<file path="src/source/ddr_ctrl_settings.svh">
`ifndef DDR_CTRL_SETTINGS_SVH
`define DDR_CTRL_SETTINGS_SVH

// Memory geometry
`define DDR_BANK_BITS    3
`define DDR_ROW_BITS     14
`define DDR_COL_BITS     10
`define DDR_DATA_BITS    16
`define DDR_BURST_LEN    8
`define DDR_PARITY_BITS  1      // Byte select within a 16-bit word
`define DDR_ADDR_BITS    28
`define DDR_BURST_BITS   128

// Timing in ddr_clock_i cycles
`define DDR_T_RCD        3
`define DDR_T_RP         4
`define DDR_T_RFC        10
`define DDR_T_REFI       200
`define DDR_CL           5
`define DDR_CWL          5
`define DDR_T_WR         5

// APB register map
`define DDR_APB_ADDR_BITS 16
`define DDR_REG_RESET     16'h0000
`define DDR_REG_OVR_CMD   16'h0004
`define DDR_REG_OVR_ADDR  16'h0008
`define DDR_REG_STATUS    16'h000C

`endif

</file>
<file path="src/source/ddr_ctrl_pkg.sv">
`include "ddr_ctrl_settings.svh"

package ddr_ctrl_pkg;

    // Active-low command pins
    typedef struct packed {
        logic cs_n;
        logic ras_n;
        logic cas_n;
        logic we_n;
    } ddr_cmd_t;

    localparam ddr_cmd_t CMD_NOP      = 4'b0111;
    localparam ddr_cmd_t CMD_ACTIVATE = 4'b0011;
    localparam ddr_cmd_t CMD_READ     = 4'b0101;
    localparam ddr_cmd_t CMD_WRITE    = 4'b0100;
    localparam ddr_cmd_t CMD_REFRESH  = 4'b0001;

    typedef struct packed {
        logic [`DDR_BANK_BITS-1:0]   bank;
        logic [`DDR_ROW_BITS-1:0]    row;
        logic [`DDR_COL_BITS-1:0]    col;
        logic [`DDR_PARITY_BITS-1:0] parity;
    } ddr_addr_t;

    typedef struct packed {
        ddr_addr_t                  addr;
        logic                       write;
        logic [`DDR_BURST_BITS-1:0] wdata;   // Word i in bits 16i up
    } data_req_t;

    typedef struct packed {
        logic        pulse;
        ddr_cmd_t    cmd;
        logic [31:0] addr;   // Bank in the top bits
    } ovr_req_t;

    typedef struct packed {
        logic ddr_reset_n;
        logic phy_reset_n;
        logic run;
        logic odt_force;
        logic cke;
    } ctrl_mode_t;

    typedef enum logic [2:0] {
        PRECHARGED,
        ACTIVATE,
        OP,
        READ,
        READ_END,
        WRITE,
        WRITE_END
    } bank_state_e;

endpackage

</file>
<file path="src/source/ddr_ctrl_regs.sv">
`timescale 1ns/1ps
`include "ddr_ctrl_settings.svh"

module ddr_ctrl_regs (
    input  logic                          ddr_clock_i,
    input  logic                          rst_n_i,
    input  logic [`DDR_APB_ADDR_BITS-1:0] paddr_i,
    input  logic                          psel_i,
    input  logic                          penable_i,
    input  logic                          pwrite_i,
    input  logic [31:0]                   pwdata_i,
    output logic [31:0]                   prdata_o,
    output logic                          pready_o,
    output logic                          pslverr_o,
    input  logic                          status_busy_i,
    output ddr_ctrl_pkg::ctrl_mode_t      mode_o,
    output ddr_ctrl_pkg::ovr_req_t        ovr_o
);
    import ddr_ctrl_pkg::*;

    logic [31:0] reset_state_q;
    logic [31:0] ovr_addr_q;
    ddr_cmd_t    ovr_cmd_q;
    logic        ovr_pulse_q;
    logic        access;
    logic        bad_access;

    assign access = psel_i && penable_i;

    // Reset register layout, bit 2 is spare
    assign mode_o.ddr_reset_n = reset_state_q[0];
    assign mode_o.phy_reset_n = reset_state_q[1];
    assign mode_o.run         = reset_state_q[3];
    assign mode_o.odt_force   = reset_state_q[4];
    assign mode_o.cke         = reset_state_q[5];

    always_comb begin
        prdata_o = '0;
        bad_access = 1'b0;
        case (paddr_i)
            `DDR_REG_RESET:    prdata_o = reset_state_q;
            `DDR_REG_OVR_ADDR: prdata_o = ovr_addr_q;
            `DDR_REG_OVR_CMD:  bad_access = !pwrite_i || mode_o.run;  // Write only, bypass only
            `DDR_REG_STATUS: begin
                prdata_o = {30'b0, mode_o.run, status_busy_i};
                bad_access = pwrite_i;
            end
            default: bad_access = 1'b1;
        endcase
    end

    assign pready_o  = 1'b1;   // No wait states
    assign pslverr_o = access && bad_access;

    always_ff @(posedge ddr_clock_i or negedge rst_n_i) begin
        if (!rst_n_i) begin
            reset_state_q <= '0;
            ovr_addr_q <= '0;
            ovr_cmd_q <= CMD_NOP;
            ovr_pulse_q <= 1'b0;
        end else begin
            ovr_pulse_q <= 1'b0;
            if (access && pwrite_i && !bad_access) begin
                case (paddr_i)
                    `DDR_REG_RESET:    reset_state_q <= pwdata_i;
                    `DDR_REG_OVR_ADDR: ovr_addr_q <= pwdata_i;
                    `DDR_REG_OVR_CMD: begin
                        ovr_cmd_q <= pwdata_i[3:0];
                        ovr_pulse_q <= 1'b1;
                    end
                    default: ;
                endcase
            end
        end
    end

    assign ovr_o = '{pulse: ovr_pulse_q, cmd: ovr_cmd_q, addr: ovr_addr_q};

    // Raw commands never reach the pins while the bank FSM owns them
    a_ovr_bypass_only: assert property (
        @(posedge ddr_clock_i) disable iff (!rst_n_i)
        $rose(ovr_pulse_q) |-> !mode_o.run
    );

endmodule

</file>
<file path="src/source/ddr_bank_fsm.sv">
`timescale 1ns/1ps
`include "ddr_ctrl_settings.svh"

module ddr_bank_fsm (
    input  logic                       ddr_clock_i,
    input  logic                       rst_n_i,
    input  ddr_ctrl_pkg::ctrl_mode_t   mode_i,
    input  ddr_ctrl_pkg::ovr_req_t     ovr_i,
    input  logic                       data_valid_i,
    input  ddr_ctrl_pkg::data_req_t    data_req_i,
    output logic                       data_ready_o,
    output logic                       rsp_valid_o,
    output ddr_ctrl_pkg::ddr_cmd_t     ddr_cmd_o,
    output logic [`DDR_BANK_BITS-1:0]  ddr_ba_o,
    output logic [`DDR_ROW_BITS-1:0]   ddr_addr_o,
    output logic                       ddr_odt_o,
    output logic                       ddr_cke_o,
    output logic                       data_write_o,
    output logic                       load_write_o,
    output logic [`DDR_BURST_BITS-1:0] write_burst_o,
    output logic                       status_busy_o
);
    import ddr_ctrl_pkg::*;

    localparam int REFI_W = $clog2(`DDR_T_REFI);

    bank_state_e       state_q;
    logic [7:0]        cnt_q;
    logic              cnt_zero_q;
    logic [REFI_W-1:0] refi_cnt_q;
    logic              refresh_pend_q;
    logic              refresh_go;
    logic              odt_q;
    logic              accept;
    data_req_t         req_q;

    assign data_ready_o  = mode_i.run && state_q == PRECHARGED && cnt_zero_q && !refresh_pend_q;
    assign accept        = data_valid_i && data_ready_o;
    assign refresh_go    = mode_i.run && state_q == PRECHARGED && cnt_zero_q && refresh_pend_q;
    assign load_write_o  = mode_i.run && state_q == WRITE && cnt_zero_q;  // Lanes start at CWL
    assign write_burst_o = req_q.wdata;
    assign status_busy_o = state_q != PRECHARGED || !cnt_zero_q;
    assign ddr_odt_o     = odt_q || mode_i.odt_force;

    always_ff @(posedge ddr_clock_i) begin
        if (accept) begin
            req_q <= data_req_i;
        end
    end

    // Refresh interval timer, frozen in bypass
    always_ff @(posedge ddr_clock_i or negedge rst_n_i) begin
        if (!rst_n_i) begin
            refi_cnt_q <= REFI_W'(`DDR_T_REFI - 1);
            refresh_pend_q <= 1'b0;
        end else begin
            if (refresh_go) refresh_pend_q <= 1'b0;
            if (mode_i.run) begin
                if (refi_cnt_q == '0) begin
                    refi_cnt_q <= REFI_W'(`DDR_T_REFI - 1);
                    refresh_pend_q <= 1'b1;
                end else begin
                    refi_cnt_q <= refi_cnt_q - 1'b1;
                end
            end
        end
    end

    always_ff @(posedge ddr_clock_i or negedge rst_n_i) begin
        if (!rst_n_i) begin
            state_q <= PRECHARGED;
            cnt_q <= '0;
            cnt_zero_q <= 1'b1;
            ddr_cmd_o <= CMD_NOP;
            ddr_ba_o <= '0;
            ddr_addr_o <= '0;
            ddr_cke_o <= 1'b0;
            odt_q <= 1'b0;
            data_write_o <= 1'b0;
            rsp_valid_o <= 1'b0;
        end else begin
            ddr_cmd_o <= CMD_NOP;
            ddr_ba_o <= '0;
            ddr_addr_o <= '0;
            ddr_cke_o <= mode_i.cke;
            rsp_valid_o <= 1'b0;
            if (!cnt_zero_q) begin
                cnt_q <= cnt_q - 8'd1;
                cnt_zero_q <= cnt_q == 8'd1;
            end
            if (!mode_i.run) begin
                if (ovr_i.pulse) begin
                    ddr_cmd_o <= ovr_i.cmd;
                    ddr_ba_o <= ovr_i.addr[31 -: `DDR_BANK_BITS];
                    ddr_addr_o <= ovr_i.addr[`DDR_ROW_BITS-1:0];
                end
            end else if (cnt_zero_q) begin
                case (state_q)
                    PRECHARGED: begin
                        if (refresh_go) begin
                            ddr_cmd_o <= CMD_REFRESH;
                            cnt_q <= 8'(`DDR_T_RFC);
                            cnt_zero_q <= 1'b0;
                        end else if (accept) begin
                            state_q <= ACTIVATE;
                        end
                    end
                    ACTIVATE: begin
                        ddr_cmd_o <= CMD_ACTIVATE;
                        ddr_ba_o <= req_q.addr.bank;
                        ddr_addr_o <= req_q.addr.row;
                        state_q <= OP;
                        cnt_q <= 8'(`DDR_T_RCD);
                        cnt_zero_q <= 1'b0;
                    end
                    OP: begin
                        ddr_ba_o <= req_q.addr.bank;
                        ddr_addr_o[`DDR_COL_BITS-1:0] <= req_q.addr.col;
                        ddr_addr_o[10] <= 1'b1;   // Auto precharge
                        cnt_zero_q <= 1'b0;
                        if (req_q.write) begin
                            ddr_cmd_o <= CMD_WRITE;
                            state_q <= WRITE;
                            cnt_q <= 8'(`DDR_CWL - 1);
                            data_write_o <= 1'b1;
                            odt_q <= 1'b1;
                        end else begin
                            ddr_cmd_o <= CMD_READ;
                            state_q <= READ;
                            cnt_q <= 8'(`DDR_CL);
                        end
                    end
                    WRITE: begin
                        state_q <= WRITE_END;
                        cnt_q <= 8'(`DDR_BURST_LEN / 2 - 1);
                        cnt_zero_q <= 1'b0;
                    end
                    WRITE_END: begin
                        data_write_o <= 1'b0;
                        odt_q <= 1'b0;
                        state_q <= PRECHARGED;
                        cnt_q <= 8'(`DDR_T_RP + `DDR_T_WR);
                        cnt_zero_q <= 1'b0;
                    end
                    READ: begin
                        state_q <= READ_END;
                        cnt_q <= 8'(`DDR_BURST_LEN / 2);
                        cnt_zero_q <= 1'b0;
                    end
                    READ_END: begin
                        rsp_valid_o <= 1'b1;   // Burst is on dq_burst_i now
                        state_q <= PRECHARGED;
                        cnt_q <= 8'(`DDR_T_RP);
                        cnt_zero_q <= 1'b0;
                    end
                    default: state_q <= PRECHARGED;
                endcase
            end
        end
    end

    // Row and refresh commands belong to run mode
    a_bypass_no_row_cmd: assert property (
        @(posedge ddr_clock_i) disable iff (!rst_n_i)
        !$past(mode_i.run) |-> ddr_cmd_o != CMD_ACTIVATE && ddr_cmd_o != CMD_REFRESH
    );

    // Once a request is taken the port stays closed while the bank is open
    a_ready_closed_after_accept: assert property (
        @(posedge ddr_clock_i) disable iff (!rst_n_i)
        accept |=> !data_ready_o && state_q != PRECHARGED
    );

endmodule

</file>
<file path="src/source/ddr_burst_shift.sv">
`timescale 1ns/1ps
`include "ddr_ctrl_settings.svh"

module ddr_burst_shift (
    input  logic                       ddr_clock_i,
    input  logic                       rst_n_i,
    input  logic                       load_write_i,
    input  logic [`DDR_BURST_BITS-1:0] write_burst_i,
    input  logic [`DDR_BURST_BITS-1:0] dq_burst_i,
    input  logic                       capture_i,
    output logic [`DDR_DATA_BITS-1:0]  dq_lane_o [1:0],
    output logic [`DDR_BURST_BITS-1:0] rsp_data_o
);
    localparam int W          = `DDR_DATA_BITS;
    localparam int HALF_WORDS = `DDR_BURST_LEN / 2;

    logic [HALF_WORDS*W-1:0]    lane_q [1:0];
    logic [`DDR_BURST_BITS-1:0] rsp_q;

    // Lane 0 carries the even words, lane 1 the odd ones
    for (genvar l = 0; l < 2; l++) begin : g_lane
        always_ff @(posedge ddr_clock_i or negedge rst_n_i) begin
            if (!rst_n_i) begin
                lane_q[l] <= '0;
            end else if (load_write_i) begin
                for (int w = 0; w < HALF_WORDS; w++) begin
                    lane_q[l][w*W +: W] <= write_burst_i[(2*w+l)*W +: W];
                end
            end else begin
                lane_q[l] <= lane_q[l] >> W;   // Next word down to the pins
            end
        end

        assign dq_lane_o[l] = lane_q[l][W-1:0];
    end

    always_ff @(posedge ddr_clock_i) begin
        if (capture_i) begin
            rsp_q <= dq_burst_i;
        end
    end

    // Live burst during the response cycle, then the held copy
    assign rsp_data_o = capture_i ? dq_burst_i : rsp_q;

endmodule

</file>
<file path="src/source/ddr_ctrl_top.sv">
`timescale 1ns/1ps
`include "ddr_ctrl_settings.svh"

module ddr_ctrl_top (
    input  logic                          ddr_clock_i,
    input  logic                          rst_n_i,
    input  logic [`DDR_APB_ADDR_BITS-1:0] paddr_i,
    input  logic                          psel_i,
    input  logic                          penable_i,
    input  logic                          pwrite_i,
    input  logic [31:0]                   pwdata_i,
    output logic [31:0]                   prdata_o,
    output logic                          pready_o,
    output logic                          pslverr_o,
    input  logic                          data_valid_i,
    input  ddr_ctrl_pkg::data_req_t       data_req_i,
    output logic                          data_ready_o,
    output logic                          rsp_valid_o,
    output logic [`DDR_BURST_BITS-1:0]    rsp_data_o,
    output ddr_ctrl_pkg::ddr_cmd_t        ddr_cmd_o,
    output logic [`DDR_BANK_BITS-1:0]     ddr_ba_o,
    output logic [`DDR_ROW_BITS-1:0]      ddr_addr_o,
    output logic                          ddr_odt_o,
    output logic                          ddr_cke_o,
    output logic                          ddr_reset_n_o,
    output logic                          ddr_phy_reset_n_o,
    output logic [`DDR_DATA_BITS-1:0]     dq_lane_o [1:0],
    output logic                          data_write_o,
    input  logic [`DDR_BURST_BITS-1:0]    dq_burst_i
);
    import ddr_ctrl_pkg::*;

    ctrl_mode_t                 mode;
    ovr_req_t                   ovr;
    logic                       status_busy;
    logic                       load_write;
    logic [`DDR_BURST_BITS-1:0] write_burst;

    assign ddr_reset_n_o     = mode.ddr_reset_n;
    assign ddr_phy_reset_n_o = mode.phy_reset_n;

    ddr_ctrl_regs i_regs (
        .ddr_clock_i   (ddr_clock_i),
        .rst_n_i       (rst_n_i),
        .paddr_i       (paddr_i),
        .psel_i        (psel_i),
        .penable_i     (penable_i),
        .pwrite_i      (pwrite_i),
        .pwdata_i      (pwdata_i),
        .prdata_o      (prdata_o),
        .pready_o      (pready_o),
        .pslverr_o     (pslverr_o),
        .status_busy_i (status_busy),
        .mode_o        (mode),
        .ovr_o         (ovr)
    );

    ddr_bank_fsm i_bank_fsm (
        .ddr_clock_i   (ddr_clock_i),
        .rst_n_i       (rst_n_i),
        .mode_i        (mode),
        .ovr_i         (ovr),
        .data_valid_i  (data_valid_i),
        .data_req_i    (data_req_i),
        .data_ready_o  (data_ready_o),
        .rsp_valid_o   (rsp_valid_o),
        .ddr_cmd_o     (ddr_cmd_o),
        .ddr_ba_o      (ddr_ba_o),
        .ddr_addr_o    (ddr_addr_o),
        .ddr_odt_o     (ddr_odt_o),
        .ddr_cke_o     (ddr_cke_o),   // Registered copy of mode.cke
        .data_write_o  (data_write_o),
        .load_write_o  (load_write),
        .write_burst_o (write_burst),
        .status_busy_o (status_busy)
    );

    ddr_burst_shift i_burst_shift (
        .ddr_clock_i   (ddr_clock_i),
        .rst_n_i       (rst_n_i),
        .load_write_i  (load_write),
        .write_burst_i (write_burst),
        .dq_burst_i    (dq_burst_i),
        .capture_i     (rsp_valid_o),
        .dq_lane_o     (dq_lane_o),
        .rsp_data_o    (rsp_data_o)
    );

endmodule

</file>
<file path="config.mk">
export PLATFORM = sky130hd
export DESIGN_NAME = ddr_ctrl_top
export DESIGN_NICKNAME = d
export VERILOG_FILES = /design/src/source/ddr_ctrl_pkg.sv /design/src/source/ddr_ctrl_regs.sv /design/src/source/ddr_bank_fsm.sv /design/src/source/ddr_burst_shift.sv /design/src/source/ddr_ctrl_top.sv
export VERILOG_INCLUDE_DIRS = /design/src /design/src/source
export SDC_FILE = /design/constraint.sdc
export NUM_CORES = 1
export LEC_CHECK = 0
export BUFFER_PORTS_ARGS = -buffer_cell sky130_fd_sc_hd__buf_2
export CORE_AREA = 2 2 219 221
export DETAILED_ROUTE_END_ITERATION = 12
export DIE_AREA = 0 0 221 223
export MAX_ROUTING_LAYER = met4
export PLACE_DENSITY = 0.67
export SLEW_MARGIN = 20
export SYNTH_ARGS = -nofsm -noshare
export SYNTH_HDL_FRONTEND = slang
export SYNTH_HIERARCHICAL = 1
export SYNTH_SLANG_ARGS = --single-unit
export TNS_END_PERCENT = 1
</file>
<file path="constraint.sdc">
create_clock -name ddr_clock_i -period 26.4 [get_ports ddr_clock_i]
set_clock_uncertainty 0.2 [all_clocks]
set_input_delay 3.96 -clock ddr_clock_i [delete_from_list [all_inputs] [get_ports ddr_clock_i]]
set_output_delay 3.96 -clock ddr_clock_i [all_outputs]
set_load 0.01 [all_outputs]
</file>
==> results.sh <==
export IMPL_post_synth_num_cell_types=56
export IMPL_totalNegativeSetupSlack_ns=0
export IMPL_postCtsResizedCells=0
export IMPL_routed_wl_met3_um=3538
export IMPL_design_portCount=561
export IMPL_count_of_placed_standard_cells_in_the_final_layout_fillers_left_out=2441
export IMPL_part_of_the_yosys_area_used_for_sequential_elements=0.6572
export IMPL_postSynthCellCount=1369
export IMPL_rows=80
export IMPL_vias_per_cell=4.807
export IMPL_drtPass1Iterations=5
export IMPL_synth_top_cell_area_share=0.2840
export IMPL_dpl_cell_area_um2=22230
export IMPL_floorplan_core_area_um2=47150
export IMPL_timing_critical_path_required_ns=22.24
export IMPL_cts_tree="yes"
export IMPL_detail_route_wl_per_cell_um=19.53
export IMPL_post_route_cell_area_um2=24180
export IMPL_globalRoute_totalOverflow=0
export IMPL_max_slew_worst_pin_slew_ns=1.105
export IMPL_die_width_um=221
export IMPL_finalWorstPathRequiredPeriod_ns=9.769
export IMPL_worstSetupPathDepth=7
export IMPL_grt_pass1_wl_um=72210
export IMPL_power_density_nw_per_um2=69.21
export IMPL_worst_path_dominant_cell_family="buffers and inverters"
export IMPL_remaining_drc_errors=0
export IMPL_synth_edff_count=156
export IMPL_area_growth_synth_to_final_pct=19.32
export IMPL_clkLatencyLatePin_ns=0.59
export IMPL_rr_startpoint="i_regs/reset_state_q[3]"
export IMPL_drive_gt1_frac=0.5055
export IMPL_dp_hpwl_um=33550
export IMPL_critPathLaunch="paddr_i[2]"
export IMPL_slew_violations=0
export IMPL_critPathKind="input pin to primary output"
export IMPL_timing_final_setup_violations=0
export IMPL_highest_clock_rate_mhz=102.4
export IMPL_die_footprint_um2=49280
export IMPL_number_of_antenna_violations_at_the_first_check_in_global_routing=18
export IMPL_p_switching_uw=333.6
export IMPL_detail_route_wirelength_um=47680
export IMPL_worst_setup_start_kind="input pin"
export IMPL_crit_reg2reg_capture="i_burst_shift/lane_q[98]"
export IMPL_post_synth_top_area_cell="sky130_fd_sc_hd__dfrtp_1"
export IMPL_power_combinational_fraction=0.022
export IMPL_postSynthRegisterBits=526
export IMPL_post_cts_repair_setup_buffers=0
export IMPL_final_nets=2109
export IMPL_timing_reg2reg_setup_slack_ns=22.91
export IMPL_synth_avg_cell_area_um2=14.80
export IMPL_drt_antenna_violating_nets=0
export IMPL_max_vdd_ir_drop_uv=65.25
export IMPL_critical_path_slowest_cell="sky130_fd_sc_hd__buf_4"
export IMPL_grt_start_max_net_pins=157
export IMPL_count_of_filler_cells_inserted_in_the_layout=3993
export IMPL_met1Wirelength_um=18420
export IMPL_status="finished clean"
export IMPL_grt_total_usage=0.1960
export IMPL_cap_viol_max_count=0
export IMPL_top_signal_layer_used="met4"
export IMPL_hold_path_class="register to register"
export IMPL_worstRegToRegCells=5
export IMPL_path_cells="buf_2 -> nor4b_1 -> and4_1 -> buf_4 -> nand2_1 -> nand2_1 -> buf_2"
export IMPL_sort_of_element_at_the_end_of_the_critical_path="primary output"
export IMPL_clockPowerShare=0.478
export IMPL_port_buffers=558
export IMPL_fin_total_pwr_mw=1.674
export IMPL_critical_path_buf_inv_count=3
export IMPL_clockBufferDepth=3
export IMPL_grt_setup_unrepaired="false"
export IMPL_internal_power_mw=1.340
export IMPL_die_h_um=223
export IMPL_most_frequent_cells_in_the_layout="sky130_fd_sc_hd__buf_2 (557), sky130_fd_sc_hd__dfrtp_1 (229), sky130_fd_sc_hd__mux2_2 (228)"
export IMPL_setup_worst_path_end="prdata_o[6]"
export IMPL_floorplan_initialDensity=0.4299
export IMPL_final_min_period_over_clock_period=0.3700
export IMPL_synthTopCellsByArea="sky130_fd_sc_hd__dfrtp_1 (28%), sky130_fd_sc_hd__edfxtp_1 (23%), sky130_fd_sc_hd__mux2_2 (13%)"
export IMPL_syn_num_nets=1712
export IMPL_final_hold_violation_count=0
export IMPL_htree_num_levels=2
export IMPL_finalCoreUtilization=0.5129
export IMPL_first_global_vias=12180
export IMPL_cp_arrival_ns=5.61
export IMPL_synth_top_flop_cell="sky130_fd_sc_hd__dfrtp_1"
export IMPL_place_congestion=0.8389
export IMPL_post_cts_hold_buffer_count=0
export IMPL_cts_made_buffers=55
export IMPL_met2WireLength_um=23790
export IMPL_synthesis_area_um2=20270
export IMPL_power_switching_fraction=0.1994
export IMPL_clkTransAtPathRegs_ns=0.06
export IMPL_clk_root_buffer_cell="sky130_fd_sc_hd__clkbuf_16"
export IMPL_crit_path_max_fanout=38
export IMPL_power_static_leakage_nw=11.74
export IMPL_detailroute_via_count=11730
export IMPL_timing_slew_headroom=0.2633
export IMPL_asyncSetResetFlopFracSynth=0.4601
export IMPL_pwr_share_seq=0.500
export IMPL_post_place_cells=2324
export IMPL_timing_critical_path_slowest_cell_delay_ns=0.37
export IMPL_cts_num_sinks=526
export IMPL_ys_warnings_count=6
export IMPL_detailedRoute_firstIterationViolations=688
export IMPL_layout_cells_most_common="sky130_fd_sc_hd__buf_2"
worst min-delay path by stage:
| stage | start | end | slack [ns] | depth (start not counted) |
|---|---|---|---|---|
| after floorplan | i_bank_fsm/req_q[151] | i_bank_fsm/ddr_addr_o[11] | 0.24 | 1 |
| after global placement | i_regs/reset_state_q[5] | i_bank_fsm/ddr_cke_o | 0.19 | 0 |
| after detailed placement | i_regs/reset_state_q[5] | i_bank_fsm/ddr_cke_o | 0.20 | 0 |
| after CTS | i_regs/reset_state_q[5] | i_bank_fsm/ddr_cke_o | 0.22 | 0 |
| after global routing | i_regs/reset_state_q[5] | i_bank_fsm/ddr_cke_o | 0.23 | 0 |
| final | i_regs/reset_state_q[5] | i_bank_fsm/ddr_cke_o | 0.22 | 0 |
flip-flops by register name, summed over array words and instances (netlist names), 8 cells and up:
signal / cells
i_bank_fsm/write_burst_o: 128
i_burst_shift/rsp_q: 128
i_burst_shift/lane_q: 96
i_burst_shift/dq_lane_o: 32
i_regs/ovr_addr_q: 32
i_regs/reset_state_q: 32
i_bank_fsm/req_q: 28
i_bank_fsm/ddr_addr_o: 14
i_bank_fsm/cnt_q: 8
i_bank_fsm/refi_cnt_q: 8
cell families after synthesis:
| kind of cell | after synthesis | synth area share |
|---|---|---|
| flip-flops | 526 | 0.6572 |
| other | 1 | 0.0001850 |
| AND/OR/NAND/NOR | 223 | 0.06168 |
| buffers and inverters | 240 | 0.08804 |
| XOR/XNOR | 7 | 0.003025 |
| adder cells (fa/ha/maj) | 4 | 0.002470 |
| multiplexers | 296 | 0.1642 |
| AO/OA/AOI/OAI | 72 | 0.02321 |
layout make-up:
| class | count | area (um^2) | area share |
|---|---|---|---|
| antenna | 14 | 35.03 | 0.001449 |
| sequential | 526 | 13320 | 0.5509 |
| tap | 615 | 769.5 | 0.03182 |
| clock inverter | 25 | 309.0 | 0.01278 |
| timing repair buffer | 572 | 2933 | 0.1213 |
| multi-input combinational | 603 | 5179 | 0.2142 |
| inverter | 8 | 30.03 | 0.001242 |
| clock buffer | 78 | 1605 | 0.06638 |
stage by stage:
stage / hold slack [ns] / setup slack (ns)
2_1_floorplan: 0.2426 / 10.21
3_5_place_dp: 0.1991 / 16.65
4_1_cts: 0.2207 / 16.65
3_3_place_gp: 0.1940 / 16.72
6_report: 0.2232 / 16.63
5_1_grt: 0.2341 / 16.53
cell usage after synthesis (all sizes together), types with 6 or more instances:
cell and n:
a31oi 7, a21oi 9, mux2 292, a22o 6, inv 8, nand4b 31, o21ai 26, dfxtp 128
clkbuf 30, edfxtp 156, nor3 8, a22oi 10, dfrtp 230, nor4 6, buf 202, nor2 28
and2 34, nand2 88, dfstp 12
per-layer routing:
metal / vias to the layer above / global-route usage
met5: - / -
met4: 0 / 0.08400
met3: 95 / 0.05979
met2: 429 / 0.3224
met1: 5765 / 0.2220
li1: 5445 / -
worst register-to-register path: stages (launching register included):
cell	delay, ns
sky130_fd_sc_hd__dfrtp_1	0.69
sky130_fd_sc_hd__and2_1	0.35
sky130_fd_sc_hd__nand2_1	0.15
sky130_fd_sc_hd__nor2_4	0.63
sky130_fd_sc_hd__buf_4	0.80
sky130_fd_sc_hd__mux2_2	0.55
power groups by stage:
stage | sequential, mW | combinational (mW) | clock, mW
after floorplan | 0.853 | 0.00324 | 0
after global placement | 0.853 | 0.0374 | 0
after detailed placement | 0.853 | 0.0385 | 0
after CTS | 0.837 | 0.0386 | 0.821
after global routing | 0.836 | 0.0424 | 0.852
final | 0.837 | 0.0376 | 0.799
No activity file was read; power rests on OpenSTA's default activity.
